[src/nn_macros.svh]
`ifndef NN_MACROS_SVH
`define NN_MACROS_SVH

// pixel stream
`define PIXEL_W 8                        // raw unsigned pixel
`define INPUT_LEN 16                     // pixels per image

// fixed point
`define Q_W 16                           // Q15 weights and activations
`define ACC_W 32                         // MAC accumulator

// layer geometry
`define NUM_NEURONS 4                    // same count in both layers

// row address covers the deeper of the two weight memories
`define ROW_ADDR_W ($clog2((`INPUT_LEN > `NUM_NEURONS) ? `INPUT_LEN : `NUM_NEURONS))

// one weight row, neuron 0 in the low bits
`define ROW_W (`NUM_NEURONS * `Q_W)

`endif

[src/nn_pkg.sv]
`include "nn_macros.svh"

package nn_pkg;

  // signed Q15 word, 1 sign bit + 15 fraction bits
  typedef logic signed [`Q_W-1:0] q15_t;

  // wide accumulator, holds Q30 sums
  typedef logic signed [`ACC_W-1:0] acc_t;

  // which weight memory / operand source is in use
  typedef enum logic {
    layer_hidden,                        // pixel x hidden weights
    layer_output                         // hidden act x output weights
  } layer_sel_t;

  // sequencing FSM states
  typedef enum logic [2:0] {
    st_load,                             // take pixels, one MAC each
    st_hidden_capture,                   // latch hidden act, clear acc
    st_output_mac,                       // one MAC per hidden neuron
    st_output_capture,                   // latch result, clear acc
    st_result                            // hold result until taken
  } ctrl_state_t;

endpackage

[src/weight_mem.sv]
`timescale 1ns/1ps
`include "nn_macros.svh"

module weight_mem #(
  parameter int                 DEPTH     = `INPUT_LEN,
  parameter nn_pkg::layer_sel_t MEM_LAYER = nn_pkg::layer_hidden
) (
  input  logic                   clk,
  input  logic                   w_we,
  input  nn_pkg::layer_sel_t     w_layer,
  input  logic [`ROW_ADDR_W-1:0] w_addr,
  input  logic [`ROW_W-1:0]      w_data,
  input  logic [`ROW_ADDR_W-1:0] row_addr,
  output logic [`ROW_W-1:0]      row
);

  localparam int AW = $clog2(DEPTH);     // local index width

  logic [`ROW_W-1:0] mem [DEPTH];        // one row per input / neuron
  logic              wr_hit;             // write aimed at this layer

  // shared write bus, only our layer and in-range rows land here
  assign wr_hit = w_we && (w_layer == MEM_LAYER) && (w_addr < DEPTH);

  always_ff @(posedge clk) begin
    if (wr_hit) begin
      mem[w_addr[AW-1:0]] <= w_data;
    end
  end

  // async lookup, row is valid in the same cycle as row_addr
  // upper address bits ignored for the shallow output memory
  assign row = mem[row_addr[AW-1:0]];

endmodule

[src/mac_slice.sv]
`timescale 1ns/1ps
`include "nn_macros.svh"

module mac_slice (
  input  logic         clk,
  input  logic         reset,
  input  logic         mac_en,
  input  logic         clear,
  input  nn_pkg::q15_t a,                // shared operand
  input  nn_pkg::q15_t w,                // this neuron's weight
  output nn_pkg::q15_t act
);

  import nn_pkg::*;

  acc_t prod;                            // raw Q30 product
  acc_t acc_q;                           // running sum

  // sign-extend first so the product is a full 32 bit signed value
  assign prod = acc_t'(a) * acc_t'(w);

  // Q15 x Q15 gives Q30, shift left one to line up with the acc
  // overflow simply wraps, matches the reference arithmetic
  always_ff @(posedge clk, posedge reset) begin
    if (reset) begin
      acc_q <= '0;
    end else if (clear) begin
      acc_q <= '0;                       // start of next layer
    end else if (mac_en) begin
      acc_q <= acc_q + (prod <<< 1);
    end
  end

  // relu + saturating rescale back to Q15
  always_comb begin
    if (acc_q[`ACC_W-1]) begin
      act = '0;                          // negative clamps to zero
    end else if (acc_q[`ACC_W-2]) begin
      act = {1'b0, {(`Q_W-1){1'b1}}};    // >= 2^30, saturate 0x7fff
    end else begin
      act = acc_q[`ACC_W-2 -: `Q_W];     // bits 30:15
    end
  end

endmodule

[src/neuron_array.sv]
`timescale 1ns/1ps
`include "nn_macros.svh"

module neuron_array (
  input  logic                   clk,
  input  logic                   reset,
  input  logic [`PIXEL_W-1:0]    pixel,
  input  logic                   mac_en,
  input  nn_pkg::layer_sel_t     src_sel,
  input  logic                   hidden_capture,
  input  logic                   result_capture,
  input  logic [`ROW_ADDR_W-1:0] row_addr,
  input  logic [`ROW_W-1:0]      hidden_row,
  input  logic [`ROW_W-1:0]      output_row,
  output logic [`ROW_W-1:0]      result
);

  import nn_pkg::*;

  localparam int NIDX_W = $clog2(`NUM_NEURONS); // hidden bank index width

  q15_t              pixel_q15;          // pixel as a positive Q15 value
  q15_t              operand;            // broadcast to every slice
  q15_t              hidden_act [`NUM_NEURONS]; // stored hidden layer
  q15_t              slice_act [`NUM_NEURONS];  // live slice outputs
  logic [`ROW_W-1:0] sel_row;            // weight row for this MAC
  logic              slice_clear;

  // p -> p * 128, i.e. 0.pppppppp in Q15
  assign pixel_q15 = {1'b0, pixel, {(`Q_W-`PIXEL_W-1){1'b0}}};

  // hidden phase uses the pixel, output phase walks the hidden bank
  assign operand = (src_sel == layer_hidden) ? pixel_q15
                                             : hidden_act[row_addr[NIDX_W-1:0]];
  assign sel_row = (src_sel == layer_hidden) ? hidden_row : output_row;

  // accumulators restart after every capture
  assign slice_clear = hidden_capture | result_capture;

  generate
    for (genvar n = 0; n < `NUM_NEURONS; n++) begin : g_slice
      mac_slice u_mac_slice (
        .clk    (clk),
        .reset  (reset),
        .mac_en (mac_en),
        .clear  (slice_clear),
        .a      (operand),
        .w      (sel_row[n*`Q_W +: `Q_W]), // neuron n weight
        .act    (slice_act[n])
      );
    end
  endgenerate

  // hidden activation bank, loaded once per image
  always_ff @(posedge clk) begin
    if (hidden_capture) begin
      hidden_act <= slice_act;
    end
  end

  // result register, held steady while the consumer stalls
  always_ff @(posedge clk) begin
    if (result_capture) begin
      for (int n = 0; n < `NUM_NEURONS; n++) begin
        result[n*`Q_W +: `Q_W] <= slice_act[n];   // neuron 0 lowest
      end
    end
  end

endmodule

[src/layer_controller.sv]
`timescale 1ns/1ps
`include "nn_macros.svh"

module layer_controller (
  input  logic                   clk,
  input  logic                   reset,
  input  logic                   pixel_valid,
  output logic                   pixel_ready,
  output logic                   result_valid,
  input  logic                   result_ready,
  output logic                   mac_en,
  output logic                   hidden_capture,
  output logic                   result_capture,
  output nn_pkg::layer_sel_t     src_sel,
  output logic [`ROW_ADDR_W-1:0] row_addr
);

  import nn_pkg::*;

  localparam int AW = `ROW_ADDR_W;
  localparam logic [AW-1:0] last_pixel_row  = AW'(`INPUT_LEN - 1);
  localparam logic [AW-1:0] last_neuron_row = AW'(`NUM_NEURONS - 1);

  ctrl_state_t   state;
  ctrl_state_t   state_next;
  logic [AW-1:0] row_next;
  logic          started;                // low for the first edge after reset
  logic          accept;                 // pixel handshake

  // hold off pixel_ready for one cycle out of reset
  always_ff @(posedge clk, posedge reset) begin
    if (reset) begin
      started <= 1'b0;
    end else begin
      started <= 1'b1;
    end
  end

  assign pixel_ready    = (state == st_load) && started;
  assign accept         = pixel_valid && pixel_ready;
  assign result_valid   = (state == st_result);
  assign hidden_capture = (state == st_hidden_capture);
  assign result_capture = (state == st_output_capture);
  assign mac_en         = accept || (state == st_output_mac);
  assign src_sel        = (state == st_load) ? layer_hidden : layer_output;

  always_comb begin
    state_next = state;
    row_next   = row_addr;
    case (state)
      st_load: begin
        if (accept) begin
          if (row_addr == last_pixel_row) begin
            state_next = st_hidden_capture;   // last pixel taken
            row_next   = '0;
          end else begin
            row_next = row_addr + 1'b1;
          end
        end
      end
      st_hidden_capture: state_next = st_output_mac;
      st_output_mac: begin
        if (row_addr == last_neuron_row) begin
          state_next = st_output_capture;
          row_next   = '0;
        end else begin
          row_next = row_addr + 1'b1;         // next hidden act
        end
      end
      st_output_capture: state_next = st_result;
      st_result: begin
        if (result_ready) begin
          state_next = st_load;               // hand-off done
        end
      end
      default: begin
        state_next = st_load;
        row_next   = '0;
      end
    endcase
  end

  always_ff @(posedge clk, posedge reset) begin
    if (reset) begin
      state    <= st_load;
      row_addr <= '0;
    end else begin
      state    <= state_next;
      row_addr <= row_next;
    end
  end

  // row index stays inside the weight rows read in each phase
  a_load_row_range: assert property (@(posedge clk) disable iff (reset)
    row_addr < ((state == st_load) ? `INPUT_LEN : `NUM_NEURONS))
    else $error("row_addr out of range for the current state");

  // result shows up NUM_NEURONS+2 edges after the last pixel edge
  a_result_latency: assert property (@(posedge clk) disable iff (reset)
    $rose(result_valid) |-> $past(accept && (row_addr == last_pixel_row), `NUM_NEURONS + 3))
    else $error("result_valid rose at the wrong distance from the last pixel");

  // result held until the consumer takes it
  a_result_hold: assert property (@(posedge clk) disable iff (reset)
    (result_valid && !result_ready) |=> result_valid)
    else $error("result_valid dropped without result_ready");

endmodule

[src/nn_core.sv]
`timescale 1ns/1ps
`include "nn_macros.svh"

module nn_core (
  input  logic                   clk,
  input  logic                   reset,

  // pixel stream in
  input  logic                   pixel_valid,
  input  logic [`PIXEL_W-1:0]    pixel,
  output logic                   pixel_ready,

  // weight load port, one row per cycle
  input  logic                   w_we,
  input  nn_pkg::layer_sel_t     w_layer,
  input  logic [`ROW_ADDR_W-1:0] w_addr,
  input  logic [`ROW_W-1:0]      w_data,

  // activation vector out
  output logic                   result_valid,
  output logic [`ROW_W-1:0]      result,
  input  logic                   result_ready
);

  import nn_pkg::*;

  logic [`ROW_ADDR_W-1:0] row_addr;      // shared by both memories
  logic                   mac_en;
  logic                   hidden_capture;
  logic                   result_capture;
  layer_sel_t             src_sel;
  logic [`ROW_W-1:0]      hidden_row;
  logic [`ROW_W-1:0]      output_row;

  layer_controller u_layer_controller (
    .clk            (clk),
    .reset          (reset),
    .pixel_valid    (pixel_valid),
    .pixel_ready    (pixel_ready),
    .result_valid   (result_valid),
    .result_ready   (result_ready),
    .mac_en         (mac_en),
    .hidden_capture (hidden_capture),
    .result_capture (result_capture),
    .src_sel        (src_sel),
    .row_addr       (row_addr)
  );

  // one row per input pixel
  weight_mem #(.DEPTH(`INPUT_LEN), .MEM_LAYER(layer_hidden)) u_hidden_mem (
    .clk      (clk),
    .w_we     (w_we),
    .w_layer  (w_layer),
    .w_addr   (w_addr),
    .w_data   (w_data),
    .row_addr (row_addr),
    .row      (hidden_row)
  );

  // one row per hidden neuron
  weight_mem #(.DEPTH(`NUM_NEURONS), .MEM_LAYER(layer_output)) u_output_mem (
    .clk      (clk),
    .w_we     (w_we),
    .w_layer  (w_layer),
    .w_addr   (w_addr),
    .w_data   (w_data),
    .row_addr (row_addr),
    .row      (output_row)
  );

  neuron_array u_neuron_array (
    .clk            (clk),
    .reset          (reset),
    .pixel          (pixel),
    .mac_en         (mac_en),
    .src_sel        (src_sel),
    .hidden_capture (hidden_capture),
    .result_capture (result_capture),
    .row_addr       (row_addr),
    .hidden_row     (hidden_row),
    .output_row     (output_row),
    .result         (result)
  );

endmodule

[config.mk]
export PLATFORM = sky130hd
export DESIGN_NAME = nn_core
export DESIGN_NICKNAME = d
export VERILOG_FILES = /design/src/nn_pkg.sv /design/src/weight_mem.sv /design/src/mac_slice.sv /design/src/neuron_array.sv /design/src/layer_controller.sv /design/src/nn_core.sv
export VERILOG_INCLUDE_DIRS = /design/src /design/src/src
export SDC_FILE = /design/constraint.sdc
export NUM_CORES = 2
export LEC_CHECK = 0
export BUFFER_PORTS_ARGS = -buffer_cell sky130_fd_sc_hd__buf_2
export CAP_MARGIN = 20
export CORE_UTILIZATION = 58
export DETAILED_ROUTE_END_ITERATION = 8
export GPL_TIMING_DRIVEN = 0
export MAX_ROUTING_LAYER = met4
export PLACE_DENSITY = 0.83
export SYNTH_ARGS = -nofsm -noshare
export SYNTH_HDL_FRONTEND = slang
export SYNTH_SLANG_ARGS = --single-unit
[constraint.sdc]
create_clock -name clk -period 9.9 [get_ports clk]
set_clock_uncertainty 0.15 [all_clocks]
set_input_delay 0 -clock clk [delete_from_list [all_inputs] [get_ports clk]]
set_output_delay 0 -clock clk [all_outputs]
set_load 0.02 [all_outputs]
==> summary.md <==
| Metric | Value |
|---|---|
| Crit path launch type | register |
| DRT antenna net count | 0 |
| Critical path class | register to register |
| Top Usage Layer GRT | met2 |
| DRC errors left | 0 |
| Initial antenna violation count | 19 |
| Met1 GRT Util | 0.5512 |
| Max_cap viols | 0 |
| Largest net degree at the start of global routing | 84 |
| Slew margin rel. | 0.2135 |
| DRT Pass-1 Iters | 9 |
| Min-Delay Path Class | primary input to register |
| Clk_lat worst skew | 0.85 ns |
| Crit path capture type | register |
| CTS root buf | clkbuf_16 |
| Synthesized area | 95,710 um2 |
| Clock buffer depth | 3 |
| H-tree Lvls | 4 |
| Global-route wire length before repair | 516,900 um |
| Grt total ovfl | 0 |
| Max Slew Vio Count | 0 |
| Final setup violating endpoints | 27 |
| Most used DFF post-synth | edfxtp_1 |
| Vias in the first global route | 68,910 |
| Routed length per placed instance | 36.46 um |
| Met2 usage | 0.6870 |
| Worst path required time | 10.40 ns |
| Die Y | 408.2 um |
| Crit Path Max Fanout | 10 |
| Layout cells sized above 1 | 0.2324 |
| RSZ-0062 raised after global routing | yes |
| Bufs and invs on worst path | 10 |
| Slew @ Worst Pin | 1.180 ns |
| Final Instance Area | 114,800 um2 |
| Post-synthesis register bit count | 1,532 |
| Die area | 166,600 um2 |
| Final GP Congestion | 1.047 |
| Fin crit share | 1.059 |
| Core area | 163,300 um2 |
| Fillers | 10,640 |
| Seq/Total Area, Yosys | 0.4738 |
| Dpl hpwl | 256,400 um |
| Placed Cells | 9,806 |
| Placed instance area | 101,400 um2 |
| Hold Vio Cnt, Final | 0 |
| Largest stage delay, worst path | 0.60 ns |
| Commonest cells after routing, fill and taps aside | edfxtp_1 (1,400), inv_1 (956), fa_1 (704) |
| Clock sinks | 1,532 |
| Final wirelength | 382,400 um |
| Fin crit period | 10.48 ns |
| Port buffer count | 142 |
| DR vias | 69,630 |
| Net count reported at finish | 9,568 |
| Core Util, Final | 0.7027 |
| Global routing met3 resource utilization | 0.1165 |
| Die width | 408.2 um |
| Yosys warnings | 0 |
| Mapped Avg Cell Area | 13.02 um2 |
| Cell row count | 148 |
| Failing checks | negative setup slack |
| Slowest CP cell | fa_1 |
| Clock slew at reported path FFs | 0.07 ns |
| Setup TNS | -6.476 ns |
| Max Freq | 0.09542 GHz |
| Area delta synth->final | 19.92% |
| I/O pin cnt | 148 |
| Post-Layout Cell Count | 10,490 |
| Commonest non-fill, non-tap cell in the layout | edfxtp_1 |
| TritonCTS buffer count | 152 |
| Most used cell, CP | fa_1 |
| DRT iter0 DRCs | 9,766 |
| Setup WS post-layout | -0.5803 ns |
| Asr flop ratio synth | 0.08616 |
| Gr usage total | 0.4629 |
| Unique masters post-synth | 81 |
| CP top delay family | adder cells |
| Cells after synthesis | 7,351 |
| Initial Util | 0.5860 |
| Status | finished, violations left |
| TritonCTS clock tree | built |
| Post-DR vias/cell | 6.638 |
| Worst EP arrival | 10.98 ns |
| Number of synthesized flops with an enable pin | 1,400 |
-- repair_timing --
action,4_1_cts,5_1_grt
pin swaps,137,235
gates resized for setup,838,359
hold buffers,120,0
gates cloned,3,0
setup endpoints to repair,92,47
endpoints found under the hold margin,1807,0
buffers inserted,153,131
-- synth_stat cells, types with 27 or more instances --
| cell | count | area, um2 |
|---|---|---|
| dfrtp_1 | 132 | 3303 |
| xnor2_1 | 126 | 1104 |
| nor2_1 | 735 | 2759 |
| mux2i_1 | 32 | 320.3 |
| o21a_1 | 52 | 390.4 |
| buf_1 | 27 | 101.4 |
| xor2_1 | 73 | 639.4 |
| ha_1 | 589 | 7370 |
| nand3_1 | 55 | 275.3 |
| nor2b_1 | 46 | 287.8 |
| and2_1 | 73 | 456.7 |
| inv_1 | 990 | 3716 |
| fa_1 | 724 | 14490 |
| mux4_2 | 366 | 8243 |
| nor3_1 | 45 | 225.2 |
| a21oi_1 | 201 | 1006 |
| buf_2 | 60 | 300.3 |
| clkbuf_1 | 177 | 664.4 |
| o21ai_0 | 229 | 1146 |
| or2_2 | 66 | 412.9 |
| a21o_1 | 95 | 713.2 |
| edfxtp_1 | 1400 | 42040 |
| nand2b_1 | 63 | 394.1 |
| nand2_1 | 657 | 2466 |
-- final cells by class --
class / count / area, um2 / share of cell area
diodes: 23 / 57.56 / 0.0005015
clock buffers: 188 / 3949 / 0.03441
multi-input cells: 4544 / 48690 / 0.4242
clock inverters: 84 / 1020 / 0.008885
well taps: 2175 / 2721 / 0.02371
flip-flops and latches: 1532 / 45350 / 0.3951
plain buffers: 267 / 2579 / 0.02247
repair buffers: 682 / 6669 / 0.05811
inverters: 994 / 3741 / 0.03260
-- final timing paths --
kind	start	to	slack, ns	cells past startpoint
hold reg to reg	u_neuron_array.g_slice[0].u_mac_slice.acc_q[7]$_DFFE_PP0P_	u_neuron_array.g_slice[0].u_mac_slice.acc_q[7]$_DFFE_PP0P_	0.34	2
min in group asynchronous	reset	u_neuron_array.g_slice[2].u_mac_slice.acc_q[18]$_DFFE_PP0P_	0.24	5
max in group asynchronous	reset	u_neuron_array.g_slice[0].u_mac_slice.acc_q[20]$_DFFE_PP0P_	8.56	6
hold / removal	w_data[46]	u_hidden_mem.mem[12][46]$_DFFE_PP_	0.02	2
setup reg to reg	u_layer_controller.row_addr[1]$_DFFE_PP0P_	u_neuron_array.g_slice[0].u_mac_slice.acc_q[31]$_DFFE_PP0P_	-0.58	42
setup / recovery	u_layer_controller.row_addr[1]$_DFFE_PP0P_	u_neuron_array.g_slice[0].u_mac_slice.acc_q[31]$_DFFE_PP0P_	-0.58	42
-- registers in the layout, indices dropped and copies added, names as in the netlist --
signal	count
u_neuron_array.hidden_act	60
u_output_mem.mem	256
u_layer_controller.started	1
u_neuron_array.result	60
u_layer_controller.row_addr	4
u_layer_controller.state	3
u_hidden_mem.mem	1024
u_neuron_array.g_slice.u_mac_slice.acc_q	124
-- through the flow --
stage	hold slack, ns	setup WS (ns)
2_1_floorplan	-0.05113	0.02026
3_3_place_gp	0.1178	-4.633
3_5_place_dp	-0.005752	-4.157
4_1_cts	0.004390	-0.4927
5_1_grt	0.01967	-0.7149
6_report	0.02282	-0.5803
-- layer usage --
layer  share of wire  up-vias
met1            0.34    34650
met4           0.097        0
met2            0.45     6183
li1                -    27110
met3            0.12     1677
met5               0        -
-- cells by family after synthesis --
family                   count (synthesis)  synth area share
other                                    2        0.00007847
XOR/XNOR                               200           0.01838
AND/OR/NAND/NOR                       1805           0.08073
multiplexers                           432           0.09489
buffers and inverters                 1278           0.05207
adder cells (fa/ha/maj)               1313            0.2284
flip-flops                            1532            0.4738
AO/OA/AOI/OAI                          789           0.05164
Power is left out: the tool's default activity adds up to more than one toggle a clock period on the data nets, which glitch-free logic cannot reach.
